<file path="src/design/cpu_pkg.sv">
package cpu_pkg;

   localparam int data_w      = 32;
   localparam int reg_addr_w  = 5;
   localparam int imem_addr_w = 9;
   localparam int dmem_addr_w = 10;

   typedef logic [data_w-1:0]     word_t;
   typedef logic [reg_addr_w-1:0] reg_addr_t;

   // primary opcodes
   localparam logic [5:0] op_rtype = 6'h00;
   localparam logic [5:0] op_j     = 6'h02;
   localparam logic [5:0] op_beq   = 6'h04;
   localparam logic [5:0] op_addi  = 6'h08;
   localparam logic [5:0] op_lw    = 6'h23;
   localparam logic [5:0] op_sw    = 6'h2b;

   // r-type function field
   localparam logic [5:0] funct_add = 6'h20;
   localparam logic [5:0] funct_sub = 6'h22;
   localparam logic [5:0] funct_and = 6'h24;
   localparam logic [5:0] funct_or  = 6'h25;
   localparam logic [5:0] funct_slt = 6'h2a;

   // operand source select from the forwarding unit
   localparam logic [1:0] fwd_reg    = 2'b00;
   localparam logic [1:0] fwd_wb     = 2'b01;
   localparam logic [1:0] fwd_ex_mem = 2'b10;

   typedef enum logic [2:0] {
      alu_add = 3'd0,
      alu_sub = 3'd1,
      alu_and = 3'd2,
      alu_or  = 3'd3,
      alu_slt = 3'd4
   } alu_op_e;

   typedef struct packed {
      logic    reg_write;
      logic    mem_read;
      logic    mem_write;
      logic    mem_to_reg;
      logic    alu_src;
      alu_op_e alu_op;
   } ctrl_t;

   typedef struct packed {
      ctrl_t     ctrl;
      word_t     rs_val;
      word_t     rt_val;
      word_t     imm;
      reg_addr_t rs;
      reg_addr_t rt;
      reg_addr_t dest;
   } id_ex_t;

   typedef struct packed {
      ctrl_t     ctrl;
      word_t     alu_result;
      word_t     store_data;
      reg_addr_t dest;
   } ex_mem_t;

   typedef struct packed {
      logic      reg_write;
      reg_addr_t waddr;
      word_t     wdata;
   } wb_bus_t;

endpackage

</file>
<file path="src/design/decode_stage.sv">
`timescale 1ns/10ps

module decode_stage (
   input  logic              clk,
   input  logic              rst_n,
   input  logic              enable,
   input  cpu_pkg::word_t    instr,
   input  cpu_pkg::word_t    pc_plus4,
   input  cpu_pkg::wb_bus_t  wb,
   output logic              stall,
   output logic              redirect,
   output cpu_pkg::word_t    target,
   output cpu_pkg::id_ex_t   id_ex
);
   import cpu_pkg::*;

   logic [5:0] opcode;
   logic [5:0] funct;
   reg_addr_t  rs;
   reg_addr_t  rt;
   reg_addr_t  rd;
   word_t      imm;
   word_t      rs_val;
   word_t      rt_val;
   ctrl_t      ctrl;
   logic       is_beq;
   logic       is_j;
   logic       uses_rs;
   logic       uses_rt;
   id_ex_t     id_ex_d;
   word_t      regs [32];

   assign opcode = instr[31:26];
   assign rs     = instr[25:21];
   assign rt     = instr[20:16];
   assign rd     = instr[15:11];
   assign funct  = instr[5:0];
   assign imm    = {{16{instr[15]}}, instr[15:0]};

   assign is_beq  = (opcode == op_beq);
   assign is_j    = (opcode == op_j);
   assign uses_rs = !is_j;
   assign uses_rt = (opcode == op_rtype) || (opcode == op_sw) || is_beq;

   always_comb begin
      ctrl = '0;
      unique case (opcode)
         op_rtype: begin
            ctrl.reg_write = 1'b1;
            unique case (funct)
               funct_add: ctrl.alu_op = alu_add;
               funct_sub: ctrl.alu_op = alu_sub;
               funct_and: ctrl.alu_op = alu_and;
               funct_or:  ctrl.alu_op = alu_or;
               funct_slt: ctrl.alu_op = alu_slt;
               // unknown funct (also the flushed zero word)
               default:   ctrl = '0;
            endcase
         end
         op_addi: begin
            ctrl.reg_write = 1'b1;
            ctrl.alu_src   = 1'b1;
         end
         op_lw: begin
            ctrl.reg_write  = 1'b1;
            ctrl.mem_read   = 1'b1;
            ctrl.mem_to_reg = 1'b1;
            ctrl.alu_src    = 1'b1;
         end
         op_sw: begin
            ctrl.mem_write = 1'b1;
            ctrl.alu_src   = 1'b1;
         end
         default: ctrl = '0;
      endcase
   end

   // register file, same-cycle writeback passes through
   function automatic word_t read_reg(reg_addr_t a, wb_bus_t w, word_t q);
      if (a == '0) begin
         return '0;
      end
      if (w.reg_write && w.waddr == a) begin
         return w.wdata;
      end
      return q;
   endfunction

   assign rs_val = read_reg(rs, wb, regs[rs]);
   assign rt_val = read_reg(rt, wb, regs[rt]);

   always_ff @(posedge clk) begin
      if (enable && wb.reg_write && wb.waddr != '0) begin
         regs[wb.waddr] <= wb.wdata;
      end
   end

   // load in ID/EX feeding this instruction
   assign stall = id_ex.ctrl.mem_read && id_ex.dest != '0 &&
                  ((uses_rs && id_ex.dest == rs) || (uses_rt && id_ex.dest == rt));

   assign redirect = !stall && (is_j || (is_beq && rs_val == rt_val));
   assign target   = is_j ? {pc_plus4[31:28], instr[25:0], 2'b00}
                          : pc_plus4 + {imm[29:0], 2'b00};

   always_comb begin
      id_ex_d.ctrl   = stall ? '0 : ctrl;
      id_ex_d.rs_val = rs_val;
      id_ex_d.rt_val = rt_val;
      id_ex_d.imm    = imm;
      id_ex_d.rs     = rs;
      id_ex_d.rt     = rt;
      id_ex_d.dest   = (opcode == op_rtype) ? rd : rt;
   end

   always_ff @(posedge clk or negedge rst_n) begin
      if (!rst_n) begin
         id_ex <= '0;
      end else if (enable) begin
         id_ex <= id_ex_d;
      end
   end

endmodule

</file>
<file path="config.mk">
export PLATFORM = sky130hd
export DESIGN_NAME = decode_stage
export DESIGN_NICKNAME = d
export VERILOG_FILES = /design/src/design/cpu_pkg.sv /design/src/design/decode_stage.sv
export SDC_FILE = /design/constraint.sdc
export NUM_CORES = 2
export LEC_CHECK = 0
export BUFFER_PORTS_ARGS = -buffer_cell sky130_fd_sc_hd__buf_2
export CORE_MARGIN = 10
export CORE_UTILIZATION = 45
export CTS_CLUSTER_SIZE = 25
export DETAILED_ROUTE_END_ITERATION = 10
export PLACE_DENSITY = 0.72
export SLEW_MARGIN = 5
export SYNTH_ARGS = -nofsm -noshare
export SYNTH_HDL_FRONTEND = slang
export SYNTH_SLANG_ARGS = --single-unit
</file>
<file path="constraint.sdc">
create_clock -name clk -period 5.55 [get_ports clk]
set_input_delay 0.8325 -clock clk [delete_from_list [all_inputs] [get_ports clk]]
set_output_delay 0.8325 -clock clk [all_outputs]
set_load 0.005 [all_outputs]
</file>
After elaboration in Yosys (flattened, before gate mapping). Memory sizes are Yosys's and may differ from the RTL's. Index checks and enable logic that the tools add are counted.

Reductions and logical operators: 24. Muxes and demuxes: 27. Equality and inequality tests: 15. Add/sub/neg operators: 1.

Operators by type and width (count): $mux W32 (9); $eq A6 B6 Y1 const B (7); $add A32 B32 Y32 (1); $eq A32 B32 Y1 (1); $eq A5 B5 Y1 (4); $pmux W3 S4 (1); $logic_and A1 B1 Y1 (10); $logic_not A5 Y1 (2); $mux W5 (2); $pmux W1 S2 (5); $reduce_bool A5 Y1 (2); $mux W1 (8); $mux W8 (1); $eq A6 B2 Y1 const B (1); $eq A6 B3 Y1 const B (1); $eq A6 B4 Y1 const B (1); $logic_not A6 Y1 (1); $reduce_or A5 Y1 (1); $logic_or A1 B1 Y1 (4); $mux W3 (1); $reduce_or A3 Y1 (1); $logic_not A1 Y1 (2); $reduce_or A2 Y1 (1).

Bits in registers: 103. Memories kept: 1. Memory bits (writable): 1024. Input port bits: 105. Logic and storage cells: 80.

Memory list: regs (depth 32, bits a word 32, read ports 2, clocked after memory_dff 0, wr ports 1, RTL line decode_stage.sv:31) `word_t regs [32];`.

Depth between registers and ports, before layout.
Depth in word-level cells: 10. Gate-level depth with buffers: 15.

Worst setup path before layout. Ideal clock, no wire load.

Kind: input-to-output. Start: in instr[16]. End: out redirect. Cell stages on the path: 13. Arrival: 3.287 ns. Slack: 1.430 ns. Required time: 4.718 ns. Path through: buf_6 > buf_12 > buf_6 > buf_4 > mux4_2 > a22oi_1 > nand2_1 > a222oi_1 > xnor2_1 > nand2_1 > nor4_2 > nand4_1 > o21ai_1.

Cells in the longest elaborated chain, start to end: 10.

RTL lines: start: declaration (RTL line decode_stage.sv:7) `input cpu_pkg::word_t instr,`; parallel branches: the longest is 9 deep, another holds $mem_v2 Z32 W32; $logic_and A1 B1 Y1 (*) (RTL line decode_stage.sv:102) `assign redirect = !stall && (is_j || (is_beq && rs_val == rt_val));`; end: declaration (RTL line decode_stage.sv:11) `output logic redirect,`.

Every way passes the cells marked *. The select of a mux whose other input is x is not followed.

Worst setup path in the final report.
Start: in instr[24]. End: out redirect.

Same word-level chain as after synthesis.

==> reports/metrics.csv <==
metric,value,unit
cp.required,4.72,ns
postLayoutCoreUtil,52.3,%
ff2ff_path_depth,6,
chipHeight,367,µm
grt_pass1_vias,35100,
cts_hold_buf,0,
reg2reg_to,id_ex[56],
cts_buffer_depth,3,
tightest_slew,1.26,ns
finalWeightedCongestion,0.915,
critPathCapture,redirect,
netlist_area,54200,µm²
fin_skew,0.0352,ns
routed_wl,181000,µm
path_class,input port to output port,
die_width,367,µm
drive_gt1_share,34.5,%
grt.overflow.total,0,
start_util,45.2,%
cts.sink_count,1126,
yosysWarnings,0,
ys_types,78,
worst-path-buf-inv,6,
peakVddDrop,0.250,mV
ys.flop_type,edfxtp_1,
fin_nets,3627,
violations,setup timing,
layout_commonest_cell,edfxtp_1,
crit_family,compound AO/OA/AOI/OAI gates,
synth-edff-count,1024,
finalSetupViolCount,1,
vias,35500,
slew_viol_final,0,
yosysTopAreaCell,edfxtp_1,
hold_violations,0,
cts_tree,done,
yosysSeqAreaShare,61.4,%
grt_max_degree,79,
layout_common_cells,"edfxtp_1, mux4_2, buf_2",
ant_nets,0,
first_iter_violations,5891,
period_needed,5.57,ns
antenna_found_initial,22,
slew_headroom,15.7,%
hp-class,input port to async pin,
crit_cells,15,
cts_buffers,113,
async_flop_share,9.06,%
finalSetupTns,-0.0170,ns
die_area,135000,µm²
routed_via_density,6.82,
arrival,4.73,ns
io_buffers,257,
syn_avg_cell_area,17.4,µm²
status,"complete, but fails checks",
globalRouteTotalUtil,25.9,%
maxCapViolations,0,
reg2reg_slack,3.20,ns
worstSetupStartpoint,instr[24],
synth_top_area_share,56.7,%
grt_pass1_wl,254000,µm
clock.fmax,180,MHz
critical-path-slowest-cell,or3b_2,
first_pass_iters,8,
fin_ws,-0.0170,ns
cp-start-kind,input port,
dp_hpwl,113000,µm
path_common_cell,buf_4,
dpl_cell_area,58500,µm²
ys_ff_latch,1126,
p_leak,21.2,nW
cp_max_fo,18,
crit_path_cell_trace,"buf_2, buf_4, or3b_2, buf_4, o221ai_1, a221oi_1, a211oi_1, a21oi_2, a211o_1, nor4_2, buf_4, nand4_1, o21ai_4, buf_4, buf_2",
clk_latency,0.73,ns
core,120000,µm²
row_count,127,
io_pins,258,
avgRoutedWirePerCell,34.7,µm
endpoint_kind,output port,
drc,0,
fin_area,62600,µm²
root_buffer,clkbuf_16,
slowest_delay,0.65,ns
ctsHtreeMaxLevel,3,
timing.rr.start,regs[7][9],
dp_slack,-0.502,ns
area_delta_synth_final,15.5,%
syn_inst,3120,
clk_pin_slew,0.07,ns
period_share,100,%
netlist_top_cells_area,"edfxtp_1, mux4_2, dfrtp_1",
fill_cells,9589,
p_per_area,316,nW/µm²
-- stage by stage --
stage          hold WS (ns)  instances  total power, mW
2_1_floorplan         0.476       3151             11.0
3_3_place_gp          0.468       4986             11.9
3_5_place_dp          0.472       4986             11.9
4_1_cts               0.182       5202             19.8
5_1_grt               0.205       5208             20.3
6_report              0.167       5212             19.8
-- cell usage after synthesis (10+ instances only) --
library cell	instances
buf_4	43
buf_1	15
a31oi_1	14
inv_1	18
nand2b_1	10
dfrtp_1	102
a32oi_1	14
o221ai_1	21
buf_2	63
a22oi_1	117
a211oi_1	23
nor2_1	152
ha_1	29
clkbuf_1	84
mux2_2	46
nand3_1	21
a21oi_1	142
edfxtp_1	1024
or3_1	14
mux2i_1	155
o21ai_0	61
nor2b_1	19
a21o_1	16
mux4_2	470
nor3_1	19
o22ai_1	35
xnor2_1	37
nand4_1	11
nand2_1	114
buf_6	36
xor2_1	35
o211ai_1	23
-- routing by layer --
| layer | share of wire, % | routed length (µm) | track usage [%] | vias up |
|---|---|---|---|---|
| met1 | 35 | 62700 | 33.8 | 18100 |
| met2 | 45 | 81100 | 39.4 | 3072 |
| met3 | 15 | 27500 | 8.57 | 547 |
| met5 | 0.11 | 205 | 0.142 | - |
| li1 | - | - | - | 13800 |
| met4 | 5.2 | 9430 | 11.7 | 28 |
-- flip-flops by register name, indices dropped and copies added, names as in the netlist --
name and flops:
id_ex 102, regs 1024
-- power breakdown --
part	leakage [nW]	internal (mW)	switching (mW)
Combinational	8.91	0.961	1.34
Sequential	10.4	9.42	0.102
Clock	1.89	4.64	3.30
-- worst reg2reg max path, stage by stage, from the launching register on --
cell and delay, ns:
edfxtp_1 0.42, mux4_1 0.50, mux4_2 0.46, and3_1 0.19
a221o_1 0.29, nor2_1 0.29, nor2_1 0.07
-- worst min path at each step --
stage	start	to	slack (ns)	cells past startpoint
2_1_floorplan	id_ex[59]	id_ex[59]	0.48	2
3_3_place_gp	id_ex[67]	id_ex[67]	0.47	2
3_5_place_dp	id_ex[62]	id_ex[62]	0.47	2
4_1_cts	rst_n	id_ex[51]	0.18	1
5_1_grt	rst_n	id_ex[25]	0.21	1
6_report	rst_n	id_ex[51]	0.17	1
-- cells by family after synthesis --
group | count (synthesis) | synth area share, %
mux | 674 | 23.5
compound gates | 536 | 6.67
flops | 1126 | 61.4
buf+inv | 265 | 2.95
other cells | 1 | 0.00692
xor+xnor | 72 | 1.16
simple gates | 416 | 3.58
fa+ha+maj | 30 | 0.706
-- layout make-up --
type / count / area [µm²] / share of cell area (%)
repair buffers: 473 / 3550 / 5.68
flip-flops and latches: 1126 / 33300 / 53.2
clock buffers: 159 / 3200 / 5.12
multi-input cells: 1760 / 19800 / 31.6
diodes: 7 / 17.5 / 0.0280
inverters: 18 / 67.6 / 0.108
well taps: 1612 / 2020 / 3.22
clock inverters: 57 / 672 / 1.07
-- timing repair --
action                                  in CTS  in global routing
cloned                                       0                  3
setup buffers                                0                  1
endpoints found under the hold margin        0                  0
resized for setup                            4                 15
pin swaps                                    0                  4
endpoints found under the setup margin       1                  1
Note: power is estimated with default switching activity, not from simulation.
