File: config.mk
export PLATFORM = sky130hd
export DESIGN_NAME = execute_stage
export DESIGN_NICKNAME = d
export VERILOG_FILES = /design/src/design/cpu_pkg.sv /design/src/design/execute_stage.sv /design/src/design/forwarding_unit.sv
export SDC_FILE = /design/constraint.sdc
export NUM_CORES = 1
export LEC_CHECK = 0
export ABC_AREA = 1
export ABC_CLOCK_PERIOD_IN_PS = 10400
export BUFFER_PORTS_ARGS = -buffer_cell sky130_fd_sc_hd__buf_4
export CELL_PAD_IN_SITES_DETAIL_PLACEMENT = 1
export CELL_PAD_IN_SITES_GLOBAL_PLACEMENT = 1
export CORE_AREA = 5 5 208 230
export CTS_BUF_LIST = sky130_fd_sc_hd__clkbuf_4 sky130_fd_sc_hd__clkbuf_8
export DETAILED_ROUTE_END_ITERATION = 7
export DIE_AREA = 0 0 213 235
export HOLD_SLACK_MARGIN = 0.03
export PLACE_DENSITY_LB_ADDON = 0.1
export SYNTH_ARGS = -nofsm -noshare
export SYNTH_HDL_FRONTEND = slang
export SYNTH_HIERARCHICAL = 1
export SYNTH_SLANG_ARGS = --single-unit
File: constraint.sdc
create_clock -name clk -period 10.4 [get_ports clk]
set_clock_uncertainty 0.2 [all_clocks]
set_input_delay 2.6 -clock clk [delete_from_list [all_inputs] [get_ports clk]]
set_output_delay 2.6 -clock clk [all_outputs]
set_load 0.02 [all_outputs]
File: src/design/cpu_pkg.sv
package cpu_pkg;

   localparam int data_w      = 32;
   localparam int reg_addr_w  = 5;
   localparam int imem_addr_w = 9;
   localparam int dmem_addr_w = 10;

   typedef logic [data_w-1:0]     word_t;
   typedef logic [reg_addr_w-1:0] reg_addr_t;

   // primary opcodes
   localparam logic [5:0] op_rtype = 6'h00;
   localparam logic [5:0] op_j     = 6'h02;
   localparam logic [5:0] op_beq   = 6'h04;
   localparam logic [5:0] op_addi  = 6'h08;
   localparam logic [5:0] op_lw    = 6'h23;
   localparam logic [5:0] op_sw    = 6'h2b;

   // r-type function field
   localparam logic [5:0] funct_add = 6'h20;
   localparam logic [5:0] funct_sub = 6'h22;
   localparam logic [5:0] funct_and = 6'h24;
   localparam logic [5:0] funct_or  = 6'h25;
   localparam logic [5:0] funct_slt = 6'h2a;

   // operand source select from the forwarding unit
   localparam logic [1:0] fwd_reg    = 2'b00;
   localparam logic [1:0] fwd_wb     = 2'b01;
   localparam logic [1:0] fwd_ex_mem = 2'b10;

   typedef enum logic [2:0] {
      alu_add = 3'd0,
      alu_sub = 3'd1,
      alu_and = 3'd2,
      alu_or  = 3'd3,
      alu_slt = 3'd4
   } alu_op_e;

   typedef struct packed {
      logic    reg_write;
      logic    mem_read;
      logic    mem_write;
      logic    mem_to_reg;
      logic    alu_src;
      alu_op_e alu_op;
   } ctrl_t;

   typedef struct packed {
      ctrl_t     ctrl;
      word_t     rs_val;
      word_t     rt_val;
      word_t     imm;
      reg_addr_t rs;
      reg_addr_t rt;
      reg_addr_t dest;
   } id_ex_t;

   typedef struct packed {
      ctrl_t     ctrl;
      word_t     alu_result;
      word_t     store_data;
      reg_addr_t dest;
   } ex_mem_t;

   typedef struct packed {
      logic      reg_write;
      reg_addr_t waddr;
      word_t     wdata;
   } wb_bus_t;

endpackage

File: src/design/execute_stage.sv
`timescale 1ns/10ps

module execute_stage (
   input  logic              clk,
   input  logic              rst_n,
   input  logic              enable,
   input  cpu_pkg::id_ex_t   id_ex,
   input  cpu_pkg::wb_bus_t  wb,
   output cpu_pkg::ex_mem_t  ex_mem
);
   import cpu_pkg::*;

   logic [1:0] fwd_a;
   logic [1:0] fwd_b;
   word_t      op_a;
   word_t      rt_fwd;
   word_t      op_b;
   word_t      result;

   forwarding_unit forwarding_unit_i (
      .rs    (id_ex.rs),
      .rt    (id_ex.rt),
      .ex_mem(ex_mem),
      .wb    (wb),
      .fwd_a (fwd_a),
      .fwd_b (fwd_b)
   );

   function automatic word_t pick(logic [1:0] sel, word_t reg_val, word_t em_val,
                                  word_t wb_val);
      unique case (sel)
         fwd_ex_mem: return em_val;
         fwd_wb:     return wb_val;
         default:    return reg_val;
      endcase
   endfunction

   assign op_a   = pick(fwd_a, id_ex.rs_val, ex_mem.alu_result, wb.wdata);
   assign rt_fwd = pick(fwd_b, id_ex.rt_val, ex_mem.alu_result, wb.wdata);
   assign op_b   = id_ex.ctrl.alu_src ? id_ex.imm : rt_fwd;

   always_comb begin
      unique case (id_ex.ctrl.alu_op)
         alu_add: result = op_a + op_b;
         alu_sub: result = op_a - op_b;
         alu_and: result = op_a & op_b;
         alu_or:  result = op_a | op_b;
         alu_slt: result = word_t'($signed(op_a) < $signed(op_b));
         default: result = '0;
      endcase
   end

   // EX/MEM register
   always_ff @(posedge clk or negedge rst_n) begin
      if (!rst_n) begin
         ex_mem <= '0;
      end else if (enable) begin
         ex_mem.ctrl       <= id_ex.ctrl;
         ex_mem.alu_result <= result;
         ex_mem.store_data <= rt_fwd;
         ex_mem.dest       <= id_ex.dest;
      end
   end

endmodule

File: src/design/forwarding_unit.sv
`timescale 1ns/10ps

module forwarding_unit (
   input  cpu_pkg::reg_addr_t rs,
   input  cpu_pkg::reg_addr_t rt,
   input  cpu_pkg::ex_mem_t   ex_mem,
   input  cpu_pkg::wb_bus_t   wb,
   output logic [1:0]         fwd_a,
   output logic [1:0]         fwd_b
);
   import cpu_pkg::*;

   // newest producer first, a load in EX/MEM has no data yet
   function automatic logic [1:0] select_src(reg_addr_t src, ex_mem_t em, wb_bus_t w);
      if (src == '0) begin
         return fwd_reg;
      end
      if (em.ctrl.reg_write && !em.ctrl.mem_read && em.dest == src) begin
         return fwd_ex_mem;
      end
      if (w.reg_write && w.waddr == src) begin
         return fwd_wb;
      end
      return fwd_reg;
   endfunction

   always_comb begin
      fwd_a = select_src(rs, ex_mem, wb);
      fwd_b = select_src(rt, ex_mem, wb);
   end

endmodule

Word level (Yosys, flattened, before mapping)
Index checks and enable logic that the tools add are counted.

operators by class
  $add $sub $neg = 2
  bitwise logic cells = 2
  order comparisons = 1
  equal/unequal tests = 12
  reduce and logical (&&, ||, !) cells = 9
  multiplexer cells = 28

operators with widths
  cell                                            number
  case mux 32 bit (5 select lines)                1
  case mux 32 bit (2 select lines)                2
  adder 32 bit                                    1
  AND 32 bit                                      1
  < comparator 32 bit                             1
  2-to-1 mux 32 bit                               1
  bitwise OR 32 bit                               1
  subtractor 32 bit                               1
  2-to-1 mux 2 bit                                12
  == test 5 bit                                   4
  2-to-1 mux 1 bit                                12
  zero test 5 bit                                 2
  == test 3 x 2 -> 1 bit (second input constant)  2
  logical AND 1 bit                               5
  == test 2 x 1 -> 1 bit (second input constant)  2
  == test 2 bit (second input constant)           2
  == test 3 x 1 -> 1 bit (second input constant)  1
  == test 3 bit (second input constant)           1
  zero test 3 bit                                 1
  zero test 1 bit                                 1

storage, ports and cells
  bits in registers = 77
  logic and storage cells = 63

Logic depth before layout (Yosys ltp)
  depth after elaboration = 15
  gate-level depth with buffers = 34
  mapped depth without buffers = 31

Modules after synthesis
The synthesis kept the hierarchy.

modules (own cells, without submodules)
  module           area an instance (sq um)  cells an instance  times used  sequential area each (sq um)
  execute_stage    10695.3                   1863               1           1926.8
  forwarding_unit  488.0                     119                1           0.0

Worst setup path after synthesis
OpenSTA, ideal clock, no wires.

  kind = input to register
  from = input port id_ex[7] (netlist name)
  to = register ex_mem[67] (netlist name)
  slack = 4.174 ns
  required time = 10.083 ns
  path buffers = 3
  arrival time = 5.909 ns
  cell stages on the path = 30
  path through = inv_1 nand2_1 nand2_1 nand2_1 nor2_2 nand2_1 nor2_1 inv_1 ha_1 buf_2 inv_1 buf_2 clkbuf_1 o21ai_0 o21ai_0 ha_1 inv_1 fa_1 nand2_1 nand2_1 nand3_1 nand2_1 nand2_1 nand3_1 nand2_1 nand3_1 nand3_1 nand3_1 nand2_1 nand2_1

between the ends
  longest elaborated chain between the ends = 13
  elaborated cells between the ends (all ways) = 25
  those cells by class = add/sub: 2; eq/ne: 4; mux: 14; bitwise: 2; reduce/logical: 3

RTL lines
  item                                                            line                   text
  from (decl)                                                     execute_stage.sv:7     input cpu_pkg::id_ex_t id_ex,
  == test 5 bit                                                   forwarding_unit.sv:21  if (w.reg_write && w.waddr == src) begin
  logical AND 1 bit                                               forwarding_unit.sv:21
  2-to-1 mux 1 bit (2 in series)                                  forwarding_unit.sv:21
  2-to-1 mux 1 bit                                                forwarding_unit.sv:18  if (em.ctrl.reg_write && !em.ctrl.mem_read && em.dest == src) begin
  2-to-1 mux 2 bit                                                forwarding_unit.sv:24  return fwd_reg;
  2-to-1 mux 2 bit                                                forwarding_unit.sv:21
  2-to-1 mux 2 bit (*)                                            forwarding_unit.sv:18
  named net fwd_b[0]                                              execute_stage.sv:14    logic [1:0] fwd_b;
  == test 2 x 1 -> 1 bit / == test 2 bit (equally long branches)  execute_stage.sv:31    unique case (sel)
  case mux 32 bit (2 select lines) (*)                            execute_stage.sv:31
  2-to-1 mux 32 bit (*)                                           execute_stage.sv:40    assign op_b = id_ex.ctrl.alu_src ? id_ex.imm : rt_fwd;
  subtractor 32 bit, or another cell as far along                 execute_stage.sv:45    alu_sub: result = op_a - op_b;
  case mux 32 bit (5 select lines) (*)                            execute_stage.sv:43    unique case (id_ex.ctrl.alu_op)

Mark *: on every way through the listed nets, which the timed path passes. The rest lies on a longest branch. The select of a mux whose other input is x is not followed.
A chain may end at the register's enable or synchronous reset.

Worst setup path after layout
  from = input port id_ex[8] (netlist name)
  to = register ex_mem[51] (netlist name)

between the ends
  longest elaborated chain between the ends = 13
  elaborated cells between the ends (all ways) = 25
  those cells by class = add/sub: 2; eq/ne: 4; mux: 14; bitwise: 2; reduce/logical: 3

RTL lines
  item                                                            line
  == test 5 bit                                                   forwarding_unit.sv:21
  logical AND 1 bit                                               forwarding_unit.sv:21
  2-to-1 mux 1 bit (2 in series)                                  forwarding_unit.sv:21
  2-to-1 mux 1 bit                                                forwarding_unit.sv:18
  2-to-1 mux 2 bit                                                forwarding_unit.sv:24
  2-to-1 mux 2 bit                                                forwarding_unit.sv:21
  2-to-1 mux 2 bit (*)                                            forwarding_unit.sv:18
  named net fwd_b[0]                                              execute_stage.sv:14
  == test 2 x 1 -> 1 bit / == test 2 bit (equally long branches)  execute_stage.sv:31
  case mux 32 bit (2 select lines) (*)                            execute_stage.sv:31
  2-to-1 mux 32 bit (*)                                           execute_stage.sv:40
  subtractor 32 bit, or another cell as far along                 execute_stage.sv:45
  case mux 32 bit (5 select lines) (*)                            execute_stage.sv:43

Marks and branches as above.

==> flow_metrics.py <==
metrics = {
    "final_layout": {
        "multi_input_area_um2": 7560,
        "drive_above_1_share_pct": 13.4,
        "syn2layout_area_growth_pct": 21.6,
        "final_nets": 2432,
        "largest_register_ffs": 77,
        "seqCellArea_um2": 1930,
        "top_register": "ex_mem",
        "nFillCells": 5973,
        "reg_top3": "ex_mem (77)",
    },
    "global_routing": {
        "grt_pass1_vias": 14200,
        "grt_remaining_overflow": 0,
        "antenna_found_initial": 3,
        "grt_max_degree": 97,
        "grt_use_total_pct": 23.1,
        "grt_pass1_wl_um": 87600,
    },
    "clocking": {
        "postCtsHoldBufs": 0,
        "cts_setup_buffers": 0,
        "insertion_delay_ns": 0.44,
        "cts_tree": "yes",
        "ctsHtreeMaxLevel": 3,
        "cts_buffers": 9,
        "clk_pin_slew_ns": 0.09,
        "ctsResizeCount": 0,
        "clkSinkCount": 77,
        "clockBufferDepth": 2,
        "clock_tree.root_cell": "clkbuf_8",
    },
    "die": {
        "io_pins": 237,
        "start_util_pct": 24.7,
        "fp.dieArea_um2": 50100,
        "rows": 82,
        "die_x_um": 213,
        "die_h_um": 235,
        "core_um2": 45200,
    },
    "worst_setup_path": {
        "worstPathMaxFanout": 20,
        "worst_ep_arrival_time_ns": 7.83,
        "worst_path_most_repeated_cell": "nand2_1",
        "start_kind": "input pin",
        "critPathTopFamily": "simple AND/OR/NAND/NOR gates",
        "crit_slowest_cell": "o21ai_0",
        "required_ns": 10.48,
        "endpoint_kind": "register",
        "critical-path-max-stage-delay_ns": 0.61,
        "critical_path_buf_inv_count": 6,
        "critPathKind": "input pin to register",
    },
    "sta": {
        "final-max-slew-violation-count": 0,
        "rsz0062_at_grt": "no",
        "finalHoldViolations": 0,
        "fin_setup_tns_ns": 0,
        "relSlewSlack_pct": 20.3,
        "fin_crit_ns": 7.74,
        "fin_crit_sh_pct": 74.4,
        "layout_setup_ws_ns": 2.66,
        "fmax_mhz": 129,
        "worstMarginPinSlew_ns": 1.19,
        "setup_viol": 0,
    },
    "placement": {
        "hpwlAfterDp_um": 49600,
        "io_buffers": 236,
        "gp_congestion": 0.911,
        "post-place-ws_ns": 2.10,
    },
    "logic_synthesis": {
        "synthArstFlopShare_pct": 100,
        "synth_flop_cell": "dfrtp_1",
        "syn_inst": 1982,
        "yosysWarnings": 6,
        "avgSynthCellArea_um2": 5.64,
        "ys_ff_latch": 77,
        "syn_nets": 2254,
        "mappedNetlistArea_um2": 11200,
        "ys_seq_area_share_pct": 17.2,
        "synth_cell_type_count": 37,
        "synth_edf_count": 0,
    },
    "route": {
        "wl_um": 58600,
        "drc_errors": 0,
        "avgViaCountPerCell": 4.81,
        "drtPass1Iterations": 5,
        "dr.first_iter.drc_count": 661,
        "ant_nets": 0,
        "wire_per_inst_um": 21.3,
        "dr_total_vias": 13300,
    },
    "status": {
        "outcome": "finished clean",
    },
    "power_and_ir_drop": {
        "p_leak_nw": 7.56,
        "vdd_drop_max_mv": 0.101,
        "p_total_mw": 1.45,
        "p_per_area_nw_per_um2": 106,
    },
    "hold_path": {
        "hp-class": "register to register",
    },
    "job": {
        "maxCapViolCount": 0,
    },
}
path summary, 6_finish.rpt:
| kind | start | to | slack [ns] | depth (start not counted) |
|---|---|---|---|---|
| max | id_ex[8] | ex_mem[51]$_DFFE_PN0P_ | 2.66 | 27 |
| min | ex_mem[73]$_DFFE_PN0P_ | ex_mem[73]$_DFFE_PN0P_ | 0.29 | 2 |
| max reg2reg | ex_mem[2]$_DFFE_PN0P_ | ex_mem[68]$_DFFE_PN0P_ | 4.51 | 26 |
| min reg2reg | ex_mem[73]$_DFFE_PN0P_ | ex_mem[73]$_DFFE_PN0P_ | 0.29 | 2 |
| max in group asynchronous | rst_n | ex_mem[29]$_DFFE_PN0P_ | 6.94 | 2 |
| min in group asynchronous | rst_n | ex_mem[27]$_DFFE_PN0P_ | 1.90 | 1 |
metal layers:
metal / vias to the layer above / wire [um] / track usage [%]
met5: - / 20 / 0
met4: 2 / 1140 / 5.66
met3: 44 / 3710 / 5.90
met2: 291 / 26100 / 36.5
met1: 6319 / 27600 / 31.5
li1: 6596 / - / -
metrics by stage:
stage               hold WS [ns]  util (%)  cell area [um^2]  instances
floorplan                  0.384         -             11200       1982
global placement           0.258      29.6             13400       2737
detailed placement         0.270      29.6             13400       2737
CTS                        0.296      30.0             13600       2752
global route               0.316      30.0             13600       2753
finish                     0.294      30.1             13600       2755
synth_stat cells (3+ instances only):
library cell / n / area [um^2]
nand4_1: 18 / 113
a21oi_1: 75 / 375
a221o_1: 30 / 300
nor3_1: 14 / 70.1
ha_1: 110 / 1380
nand2_2: 3 / 18.8
buf_6: 3 / 33.8
a21boi_0: 7 / 52.6
inv_1: 344 / 1290
buf_4: 5 / 37.5
dfrtp_1: 77 / 1930
nand3_1: 138 / 691
nor2_1: 139 / 522
nand2_1: 692 / 2600
o2111ai_1: 7 / 61.3
o21ai_0: 160 / 801
o21bai_1: 8 / 60.1
clkbuf_1: 43 / 161
inv_2: 9 / 33.8
o21ai_1: 13 / 65.1
buf_2: 28 / 140
and2_1: 3 / 18.8
clkinv_1: 3 / 11.3
o211ai_1: 31 / 233
nor2_2: 6 / 37.5
worst reg2reg max path: stages (launching register included):
cell and delay, ns:
dfrtp_1 0.48, inv_1 0.12, nand2_1 0.10, nand2_1 0.07, nor2_1 0.11, nand3_1 0.09, nor2_1 0.14, ha_1 0.60
clkinv_1 0.60, o211ai_1 0.35, o21ai_0 0.16, o21ai_0 0.72, ha_1 0.49, nor2_2 0.25, nand2_1 0.11, inv_1 0.06
nand2_1 0.05, nand2_1 0.13, nand2_1 0.10, nand2_1 0.18, nand2_1 0.10, nand2_1 0.07, nand2_1 0.05, nand3_1 0.07
nand3_1 0.22, nand2_1 0.11, nand2_1 0.06
power by group:
part           switching (mW)  internal (mW)  leakage (nW)  total [mW]
Combinational           0.565          0.262          6.51       0.827
Sequential             0.0367          0.335         0.966       0.372
Clock                   0.140          0.109        0.0915       0.249
Total                   0.742          0.707          7.56        1.45
cells by family after synthesis:
kind of cell,count (synthesis),share of synthesized area [%]
buffers and inverters,435,15.3
adder cells (fa/ha/maj),112,12.7
AO/OA/AOI/OAI,336,17.8
flip-flops,77,17.2
AND/OR/NAND/NOR,1021,37.0
XOR/XNOR,1,0.0783
layout make-up:
| type | count | share of cell area, % |
|---|---|---|
| Clock buffer | 9 | 0.911 |
| Clock inverter | 6 | 0.469 |
| Tap cell | 588 | 5.41 |
| Timing Repair Buffer | 246 | 13.6 |
| Inverter | 356 | 9.83 |
| Sequential cell | 77 | 14.2 |
| Antenna cell | 3 | 0.0552 |
| Multi-Input combinational cell | 1470 | 55.6 |
cells in the final DEF (no fill, tap or decap), types with 6 or more instances in the layout:
cell       Yosys  final
nor3_1        14     13
clkbuf_8       0      9
dfrtp_1       77     77
inv_1        344    343
buf_4          5    246
a221o_1       30     30
nand3_1      138    138
nor2_2         6      6
nand4_1       18     18
o21bai_1       8      8
o211ai_1      31     31
nor2_1       139    138
nand2_1      692    692
o21ai_0      160    160
a21oi_1       75     75
inv_2          9     10
o2111ai_1      7      7
a21boi_0       7      7
ha_1         110    110
o21ai_1       13     13
Power figures use the tool's default switching activity.
